File: config.mk
export PLATFORM = sky130hd
export DESIGN_NAME = mavg_top
export DESIGN_NICKNAME = d
export VERILOG_FILES = /design/src/rtl/mavg_pkg.sv /design/src/rtl/mavg_top.sv /design/src/rtl/mavg_averager.sv /design/src/rtl/mavg_window.sv /design/src/rtl/mavg_cmd_issue.sv
export VERILOG_INCLUDE_DIRS = /design/src /design/src/include
export SDC_FILE = /design/constraint.sdc
export NUM_CORES = 1
export LEC_CHECK = 0
export BUFFER_PORTS_ARGS = -buffer_cell sky130_fd_sc_hd__buf_4
export CAP_MARGIN = 20
export CORE_ASPECT_RATIO = 2
export CORE_MARGIN = 2
export CORE_UTILIZATION = 60
export CTS_BUF_LIST = sky130_fd_sc_hd__clkbuf_8
export DETAILED_ROUTE_END_ITERATION = 8
export PLACE_DENSITY_LB_ADDON = 0.1
export SYNTH_ARGS = -nofsm -noshare
export SYNTH_HDL_FRONTEND = slang
export SYNTH_HIERARCHICAL = 1
export SYNTH_SLANG_ARGS = --single-unit
File: constraint.sdc
create_clock -name clk -period 9.71 [get_ports clk]
set_clock_uncertainty 0.15 [all_clocks]
set_input_delay 0.4855 -clock clk [delete_from_list [all_inputs] [get_ports clk]]
set_output_delay 0.4855 -clock clk [all_outputs]
set_load 0.1 [all_outputs]
File: src/include/mavg_consts.svh
`ifndef MAVG_CONSTS_SVH
`define MAVG_CONSTS_SVH

////////////////////////////////////////////////////////////////////////////
// Bus widths
////////////////////////////////////////////////////////////////////////////

// Byte address on both memory channels
`define MAVG_ADDR_W     32
`define MAVG_SIZE_W     32      // Command size field in bytes
`define MAVG_DATA_W     32      // One sample per beat
`define MAVG_LEN_W      8       // Burst length field, beats minus one

////////////////////////////////////////////////////////////////////////////
// Averaging window
////////////////////////////////////////////////////////////////////////////

// Samples summed per output, power of two only
`define MAVG_WIN_LEN    4
// Divide shift and extra sum bits
`define MAVG_WIN_LOG2   2

// Bytes per beat as a shift
`define MAVG_BEAT_LOG2  2

`endif
File: src/rtl/mavg_pkg.sv
`include "mavg_consts.svh"

package mavg_pkg;

    // Command from the host stream
    typedef struct packed {
        logic [`MAVG_SIZE_W-1:0] size;      // Bytes to process
        logic [`MAVG_ADDR_W-1:0] dst_addr;  // Where averages go
        logic [`MAVG_ADDR_W-1:0] src_addr;  // Where samples come from
    } mavg_cmd_t;

    // Burst request on the read or write address channel
    typedef struct packed {
        logic [`MAVG_ADDR_W-1:0] addr;      // Start byte address
        logic [`MAVG_LEN_W-1:0]  len;       // Beats minus one
    } mavg_burst_t;

    // Data beat, read or write side
    typedef struct packed {
        logic [`MAVG_DATA_W-1:0] data;
        logic                    last;      // Final beat of burst
    } mavg_beat_t;

endpackage

File: src/rtl/mavg_top.sv
`include "mavg_consts.svh"

module mavg_top (
    input  logic                  clk,
    input  logic                  rst_q,

    // Command stream
    input  logic                  cmd_valid,
    input  mavg_pkg::mavg_cmd_t   cmd,
    output logic                  cmd_rdy,

    // Read address channel
    output mavg_pkg::mavg_burst_t ar_req,
    output logic                  ar_valid,
    input  logic                  ar_ready,

    // Write address channel
    output mavg_pkg::mavg_burst_t aw_req,
    output logic                  aw_valid,
    input  logic                  aw_ready,

    // Read data channel
    input  mavg_pkg::mavg_beat_t  rd,
    input  logic                  rvalid,
    output logic                  rready,

    // Write data channel
    output mavg_pkg::mavg_beat_t  wr,
    output logic                  wvalid,
    input  logic                  wready
);

    // Window between buffer and averager
    logic [`MAVG_WIN_LEN-1:0][`MAVG_DATA_W-1:0] win;
    logic                                       win_valid;
    logic                                       win_last;
    logic                                       win_take;

    // Address side
    mavg_cmd_issue u_cmd_issue (
        .clk(clk), .rst_q(rst_q),
        .cmd_valid(cmd_valid), .cmd(cmd), .cmd_rdy(cmd_rdy),
        .ar_req(ar_req), .ar_valid(ar_valid), .ar_ready(ar_ready),
        .aw_req(aw_req), .aw_valid(aw_valid), .aw_ready(aw_ready)
    );

    // Sample window on read data
    mavg_window u_window (
        .clk(clk), .rst_q(rst_q),
        .rvalid(rvalid), .rd(rd), .rready(rready),
        .win(win), .win_valid(win_valid), .win_last(win_last), .win_take(win_take)
    );

    // Averages out on write data
    mavg_averager u_averager (
        .clk(clk), .rst_q(rst_q),
        .win(win), .win_valid(win_valid), .win_last(win_last), .win_take(win_take),
        .wr(wr), .wvalid(wvalid), .wready(wready)
    );

endmodule

File: src/rtl/mavg_averager.sv
`include "mavg_consts.svh"

module mavg_averager (
    input  logic                                       clk,
    input  logic                                       rst_q,

    // Window from the buffer
    input  logic [`MAVG_WIN_LEN-1:0][`MAVG_DATA_W-1:0] win,
    input  logic                                       win_valid,
    input  logic                                       win_last,
    output logic                                       win_take,

    // Write data channel
    output mavg_pkg::mavg_beat_t                       wr,
    output logic                                       wvalid,
    input  logic                                       wready
);

    logic [`MAVG_DATA_W+`MAVG_WIN_LOG2-1:0] sum;        // Full width, no overflow
    logic [`MAVG_DATA_W-1:0]                avg_q;      // Held write data
    logic                                   last_q;     // Held write last
    logic                                   take_nxt;

    // Sum every slot of the window
    always_comb begin
        sum = '0;
        for (int i = 0; i < `MAVG_WIN_LEN; i++) begin
            sum = sum + win[i];
        end
    end

    ////////////////////////////////////////////////////////////////////////////
    // Claim and hold
    ////////////////////////////////////////////////////////////////////////////

    // Claim once per window and never while a beat waits on wready
    assign take_nxt = win_valid && !win_take && !wvalid;

    always_ff @(posedge clk) begin
        if (rst_q) begin
            win_take <= 1'b0;
            wvalid   <= 1'b0;
            last_q   <= 1'b0;
        end else begin
            win_take <= take_nxt;   // One cycle pulse
            if (win_take) begin
                wvalid <= 1'b1;
                last_q <= win_last;
            end else if (wvalid && wready) begin
                wvalid <= 1'b0;     // Beat accepted downstream
            end
        end
    end

    // Divide by the window length, drop the fraction
    always_ff @(posedge clk) begin
        if (win_take) begin
            avg_q <= sum[`MAVG_DATA_W+`MAVG_WIN_LOG2-1:`MAVG_WIN_LOG2];
        end
    end

    assign wr = '{data: avg_q, last: last_q};

endmodule

File: src/rtl/mavg_window.sv
`include "mavg_consts.svh"

module mavg_window (
    input  logic                                       clk,
    input  logic                                       rst_q,

    // Read data channel
    input  logic                                       rvalid,
    input  mavg_pkg::mavg_beat_t                       rd,
    output logic                                       rready,

    // Window to the averager
    output logic [`MAVG_WIN_LEN-1:0][`MAVG_DATA_W-1:0] win,
    output logic                                       win_valid,
    output logic                                       win_last,
    input  logic                                       win_take
);

    logic shift_in;     // Beat accepted this cycle
    logic clear_win;    // Last sample of burst claimed

    ////////////////////////////////////////////////////////////////////////////
    // Read data handshake
    ////////////////////////////////////////////////////////////////////////////

    // Accept a beat only when the newest sample is already claimed
    assign rready   = ~win_valid;
    assign shift_in = rvalid && rready;

    // Burst done, next burst starts from an empty window
    assign clear_win = win_take && win_last;

    ////////////////////////////////////////////////////////////////////////////
    // Shift register window
    ////////////////////////////////////////////////////////////////////////////

    // Slot 0 holds the newest sample
    // Slot WIN_LEN-1 holds the oldest
    always_ff @(posedge clk) begin
        if (rst_q || clear_win) begin
            win       <= '0;        // Zeros stand in for samples before the burst
            win_valid <= 1'b0;
            win_last  <= 1'b0;
        end else if (shift_in) begin
            // Oldest drops off the top
            win       <= {win[`MAVG_WIN_LEN-2:0], rd.data};
            win_valid <= 1'b1;      // Unclaimed until the averager takes it
            win_last  <= rd.last;
        end else if (win_take) begin
            win_valid <= 1'b0;      // Claimed, keep contents for next sum
        end
    end

endmodule

File: src/rtl/mavg_cmd_issue.sv
`include "mavg_consts.svh"

module mavg_cmd_issue (
    input  logic                  clk,
    input  logic                  rst_q,

    // Command stream
    input  logic                  cmd_valid,
    input  mavg_pkg::mavg_cmd_t   cmd,
    output logic                  cmd_rdy,

    // Read address channel
    output mavg_pkg::mavg_burst_t ar_req,
    output logic                  ar_valid,
    input  logic                  ar_ready,

    // Write address channel
    output mavg_pkg::mavg_burst_t aw_req,
    output logic                  aw_valid,
    input  logic                  aw_ready
);

    // Address FSM states, same encoding on both channels
    localparam logic IDLE  = 1'b0;     // Waiting for a command
    localparam logic ISSUE = 1'b1;     // Request on the bus

    logic                    ar_state;
    logic                    aw_state;
    logic                    cmd_xfer;      // Command taken this cycle
    logic [`MAVG_SIZE_W-1:0] beat_cnt;      // Size in beats
    logic [`MAVG_LEN_W-1:0]  burst_len;     // Bus length encoding

    // Shared next state rule for both address FSMs
    function automatic logic next_state(
        input logic state,
        input logic start,
        input logic ready
    );
        logic nxt;
        nxt = state;
        case (state)
            IDLE: begin
                if (start) begin
                    nxt = ISSUE;    // New command loaded
                end
            end
            ISSUE: begin
                if (ready) begin
                    nxt = IDLE;     // Slave took the request
                end
            end
        endcase
        return nxt;
    endfunction

    ////////////////////////////////////////////////////////////////////////////
    // Command acceptance
    ////////////////////////////////////////////////////////////////////////////

    // Only take a command once both channels are done with the last one
    assign cmd_rdy  = (ar_state == IDLE) && (aw_state == IDLE);
    assign cmd_xfer = cmd_valid && cmd_rdy;

    // Bytes to beats, then minus one for the len field
    assign beat_cnt  = cmd.size >> `MAVG_BEAT_LOG2;
    assign burst_len = beat_cnt[`MAVG_LEN_W-1:0] - 1'b1;

    // Request words, only change on command transfer
    always_ff @(posedge clk) begin
        if (cmd_xfer) begin
            ar_req.addr <= cmd.src_addr;
            ar_req.len  <= burst_len;
            aw_req.addr <= cmd.dst_addr;
            aw_req.len  <= burst_len;
        end
    end

    ////////////////////////////////////////////////////////////////////////////
    // Address FSMs
    ////////////////////////////////////////////////////////////////////////////

    always_ff @(posedge clk) begin
        if (rst_q) begin
            ar_state <= IDLE;
            aw_state <= IDLE;
        end else begin
            ar_state <= next_state(ar_state, cmd_xfer, ar_ready);  // Read side
            aw_state <= next_state(aw_state, cmd_xfer, aw_ready);  // Write side
        end
    end

    // Valid straight from state, held until own ready
    assign ar_valid = (ar_state == ISSUE);
    assign aw_valid = (aw_state == ISSUE);

endmodule

======== After elaboration in Yosys (flattened, before gate mapping) ========
Cells that the tools add are included.
storage, ports and cells
  flip-flop bits (word level) ............. 239
  input bits .............................. 136
  output and inout bits ................... 118
  word-level logic and storage cells ...... 43
cells by class
  add/sub/neg operators ................... 4
  mux-type cells .......................... 9
  bitwise operators ....................... 3
  reductions and logical operators ........ 12
operator list
  kind                                               number
  adder 34 x 32 -> 34 bit                            2
  adder 32 x 32 -> 33 bit                            1
  subtractor 8 x 1 -> 8 bit (second input constant)  1
  logical AND 1 bit                                  7
  two-way mux 1 bit                                  7
  one-hot mux 1 bit (2 select lines)                 2
  nonzero test 2 bit                                 2
  inverter 1 bit                                     3
  zero test 1 bit                                    2
  logical OR 1 bit                                   1

======== Depth between registers and ports, before layout ========
  depth after elaboration ................. 5
  mapped depth ............................ 14
  mapped depth without buffers ............ 14

======== Hierarchy ========
Netlist, hierarchy kept.
modules (own cells, without submodules)
  module          times used  cells an instance  area an instance (µm²)  sequential area each (µm²)
  mavg_window     1           565                4999.8                  2602.5
  mavg_averager   1           537                4812.1                  1021.0
  mavg_cmd_issue  1           107                2442.3                  2202.1

======== Least setup slack after synthesis ========
OpenSTA, ideal clock, no wires.
  path kind ............................... flip-flop to flip-flop
  start point ............................. register u_cmd_issue.ar_state, in the netlist u_cmd_issue/ar_valid
  end point ............................... register, netlist name u_cmd_issue/ar_req[10]
  setup time .............................. 0.426 ns
  data arrival time ....................... 3.809 ns
  required time ........................... 9.134 ns
  setup slack ............................. 5.325 ns
  stages on the path, launching flop included .. 4
  path buffers ............................ 0
  clock period less this slack ............ 4.385 ns
  cells stage by stage .................... dfxtp_1 > nor2_1 > nand2_1 > inv_1
between the ends
  longest elaborated chain between the ends .. 3
RTL lines
  item                      line                  RTL
  start, declared           mavg_cmd_issue.sv:27  logic ar_state;
  start signal, assigned    mavg_cmd_issue.sv:87  ar_state <= next_state(ar_state, cmd_xfer, ar_ready);
  inverter 1 bit            mavg_cmd_issue.sv:61  assign cmd_rdy = (ar_state == IDLE) && (aw_state == IDLE);
  logical AND 1 bit         mavg_cmd_issue.sv:61
  net cmd_rdy               mavg_top.sv:10        output logic cmd_rdy,
  logical AND 1 bit         mavg_cmd_issue.sv:62  assign cmd_xfer = cmd_valid && cmd_rdy;
  net u_cmd_issue.cmd_xfer  mavg_cmd_issue.sv:29  logic cmd_xfer;
The timed path passes the listed nets, and every way through them passes these cells.
A chain may end at the register's enable or synchronous reset.

======== Final worst setup path ========
  start point ............................. register u_window/win[3] (netlist bit)
  end point ............................... register u_averager.avg_q[30], data pin
between the ends
  longest elaborated chain between the ends .. 3
RTL lines
  item                                   line                 RTL
  start, declared                        mavg_window.sv:13    output logic [`MAVG_WIN_LEN-1:0][`MAVG_DATA_W-1:0] win,
  start signal, assigned                 mavg_window.sv:46    win <= {win[`MAVG_WIN_LEN-2:0], rd.data};
  adder 32 x 32 -> 33 bit                mavg_averager.sv:28  sum = sum + win[i];
  adder 34 x 32 -> 34 bit (2 in series)  mavg_averager.sv:28
  net u_averager.sum[32]                 mavg_averager.sv:19  logic [`MAVG_DATA_W+`MAVG_WIN_LOG2-1:0] sum;
  end signal, assigned                   mavg_averager.sv:58  avg_q <= sum[`MAVG_DATA_W+`MAVG_WIN_LOG2-1:`MAVG_WIN_LOG2];
  end, declared                          mavg_averager.sv:20  logic [`MAVG_DATA_W-1:0] avg_q;
The timed path passes the listed nets, and every way through them passes these cells.

==> impl_results.md <==
- Status: completed
- Most common cell after layout, fill and taps aside: nand2_1
- Clk_lat worst skew: 0.59 ns
- Critical path class: reg -> reg
- Vias in the first global route: 9270
- Hold Crit Depth: 2
- Place WS: 5.523 ns
- Core Util, Final: 0.7718
- CP bufs+invs: 2
- Seq/Total Area, Yosys: 0.4754
- Final min period: 4.396 ns
- Die area: 21650 µm²
- CP startpoint kind: register
- Gates resized, CTS repair: 0
- Clk buf depth: 3
- Min-Delay Path Class: in -> reg
- Max cap viols: 0
- Post-Synthesis Cells: 1209
- Switching Power: 790.3 µW
- Hold endpoint: u_cmd_issue/aw_req[0]
- Rows: 74
- Seq cells post-synth: 239
- Post-DR vias/cell: 5.121
- Pleak: 0.006234 µW
- Delay of the slowest critical-path stage: 0.54 ns
- Post-Syn Area: 12250 µm²
- Final setup fails: 0
- Number of synthesized flops with an enable pin: 104
- Setup Fix Bufs, Post-CTS: 0
- Via count: 9243
- Die X: 105.1 µm
- CP arrival: 4.57 ns
- Crit path max-delay family: compound AO/OA/AOI/OAI gates
- P&R area growth vs syn: 27.71%
- Share of layout cells above drive strength 1: 0.2737
- Average size of a mapped cell: 10.14 µm²
- Reg2reg start: u_window/win[3]
- Drt pass-1 iters: 5
- Main flop type after synthesis: dfxtp_1
- Share of the synthesized area in the top cell type: 0.2548
- Synth unique cells: 63
- RR Endpoint: u_averager/avg_q[30]
- Cells along the critical path: inv_1 > fa_1 > inv_1 > fa_1 > ha_1 > nand2_1 > o31ai_2 > a41oi_1 > and3_1 > o221ai_2 > a311oi_1 > a221oi_1
- Yosys warning count: 6
- Net Count, Synth: 1441
- Slowest stage cell, crit path: fa_1
- Most frequent cells in the layout: nand2_1, buf_4, inv_1
- Final Cycle Share: 0.4527
- HP Start: cmd[66]
- Clk sinks: 239
- Fin worst setup slack: 5.314 ns
- Slew @ Worst Pin: 1.112 ns
- Async set-reset flop share out of synthesis: 0
- Pin count of the biggest net entering global routing: 81
- Crit end category: register
- Highest clock rate: 227.5 MHz
- Hold_buf cts: 100
- Logic pwr share: 0.211
- Final Slew Violations: 0
- Switching Share: 0.3114
- Power per cell area: 162.2 nW/µm²
- Total CTS buffers: 31
- Number of I/O pins: 254
- Worst Reg2Reg Path Length in Cells: 12
- Initial antenna violation count: 1
- Worst-path clk slew: 0.07 ns
- Port Buf Inserts: 229
- Top post-synthesis cells by area: edfxtp_1, dfxtp_1, fa_1
- Drt wl/cell: 15.38 µm
- Final HPWL DP: 17.55 mm
- Global-route wire length before repair: 43.84 mm
- TritonCTS clock tree: done
- Grt ovf: 0
- RSZ-0062 raised after global routing: no
- Clock Power Share: 0.343
- Fin nets: 1746
- Clock Tree Root: clkbuf_8
- Seq pwr share: 0.445
- Core box area: 20280 µm²
- Die H: 206.1 µm
- Routed Antenna Nets: 0
- Final wirelength: 27.75 mm
- Gr usage total: 0.2525
- Residual DRC: 0
- Cell taking the most area after synthesis: edfxtp_1
- Flop-to-flop setup slack: 5.31 ns
- Starting density of the core: 0.6043
- Critical-path maximum fanout: 5
- Critical path required time: 9.88 ns
- Internal power: 1748 µW
- Gpl congestion: 0.8808
- Slew margin rel.: 0.2589
- Initial drt markers: 417
- Setup TNS: 0 ns
- Hold Fails Final Rpt: 0
- H-tree Lvls: 1
- Maximum vdd drop: 0.0001545 V
-- worst max path at each step --
| stage | from | to | slack (ns) | cells after the start |
|---|---|---|---|---|
| after floorplan | u_cmd_issue/ar_valid | u_cmd_issue/ar_req[10] | 5.32 | 3 |
| after global placement | u_window/win[1] | u_averager/avg_q[25] | 5.54 | 14 |
| after detailed placement | u_window/win[1] | u_averager/avg_q[25] | 5.52 | 14 |
| after CTS | u_window/win[1] | u_averager/avg_q[25] | 5.47 | 14 |
| after global routing | u_window/win[3] | u_averager/avg_q[30] | 5.26 | 12 |
| final | u_window/win[3] | u_averager/avg_q[30] | 5.31 | 12 |
-- power by group through the flow --
stage	clock network, µW	registers, µW	logic, µW
floorplan	0	1350	196
global placement	0	1150	493
detailed placement	0	1150	498
CTS	892	1130	534
global route	931	1130	566
finish	872	1130	537
-- routing by layer --
metal,part of all wire,routed length (µm),up-vias,GRT usage
met2,0.53,14720,327,0.4682
met3,0.054,1490,76,0.03784
met5,0,0,-,0
li1,-,-,4480,-
met1,0.37,10250,4360,0.2768
met4,0.047,1296,0,0.1290
-- area by class of cell --
class	count	area [µm²]
Inverter	190	713.2
Timing Repair Buffer	334	2758
Sequential cell	239	5827
Clock buffer	32	440.4
Fill cell	1359	4627
Multi-Input combinational cell	718	5281
Tap cell	266	332.8
Antenna cell	1	2.502
Clock inverter	25	295.3
-- logic make-up after synthesis --
group / count (synthesis) / share of synthesized area
XOR/XNOR: 34 / 0.02430
adder cells (fa/ha/maj): 96 / 0.1372
AND/OR/NAND/NOR: 351 / 0.1228
multiplexers: 1 / 0.0008169
flip-flops: 239 / 0.4754
buffers and inverters: 252 / 0.09465
AO/OA/AOI/OAI: 236 / 0.1448
-- metrics by stage --
stage	cells	instance area (µm²)	hold WS, ns	power [µW]
final	1805	15650	0.04078	2538
after global routing	1805	15650	0.01180	2631
after CTS	1804	15650	0.00002415	2554
after detailed placement	1647	13910	0.2990	1648
after global placement	1647	13910	0.2817	1642
after floorplan	1209	12250	0.2863	1544
-- flip-flops by register name (all words and copies together), names as in the netlist --
register	count
u_averager/win_take	1
u_averager/wvalid	1
u_window/win_valid	1
u_window/win	128
u_cmd_issue/ar_req	32
u_cmd_issue/aw_req	40
u_averager/avg_q	32
u_averager/last_q	1
u_cmd_issue/aw_valid	1
u_cmd_issue/ar_valid	1
u_window/win_last	1
-- synth_stat cells (3+ instances only) --
library cell	number
o21ai_1	3
clkbuf_1	9
ha_1	32
nand3_1	5
o211ai_1	3
a31oi_1	5
inv_1	190
o21bai_1	3
edfxtp_1	104
nand2_2	9
and3_1	4
nor2_1	23
nand2_1	273
o21a_1	4
xnor2_1	16
nand2b_1	6
nor3_1	5
a21oi_1	56
and2_1	3
dfxtp_1	135
o21ai_0	19
a41oi_1	4
a21oi_2	112
fa_1	64
buf_6	14
a21o_1	9
xor2_1	18
buf_2	25
nand4_1	5
buf_4	12
Power figures use the tool's default switching activity.
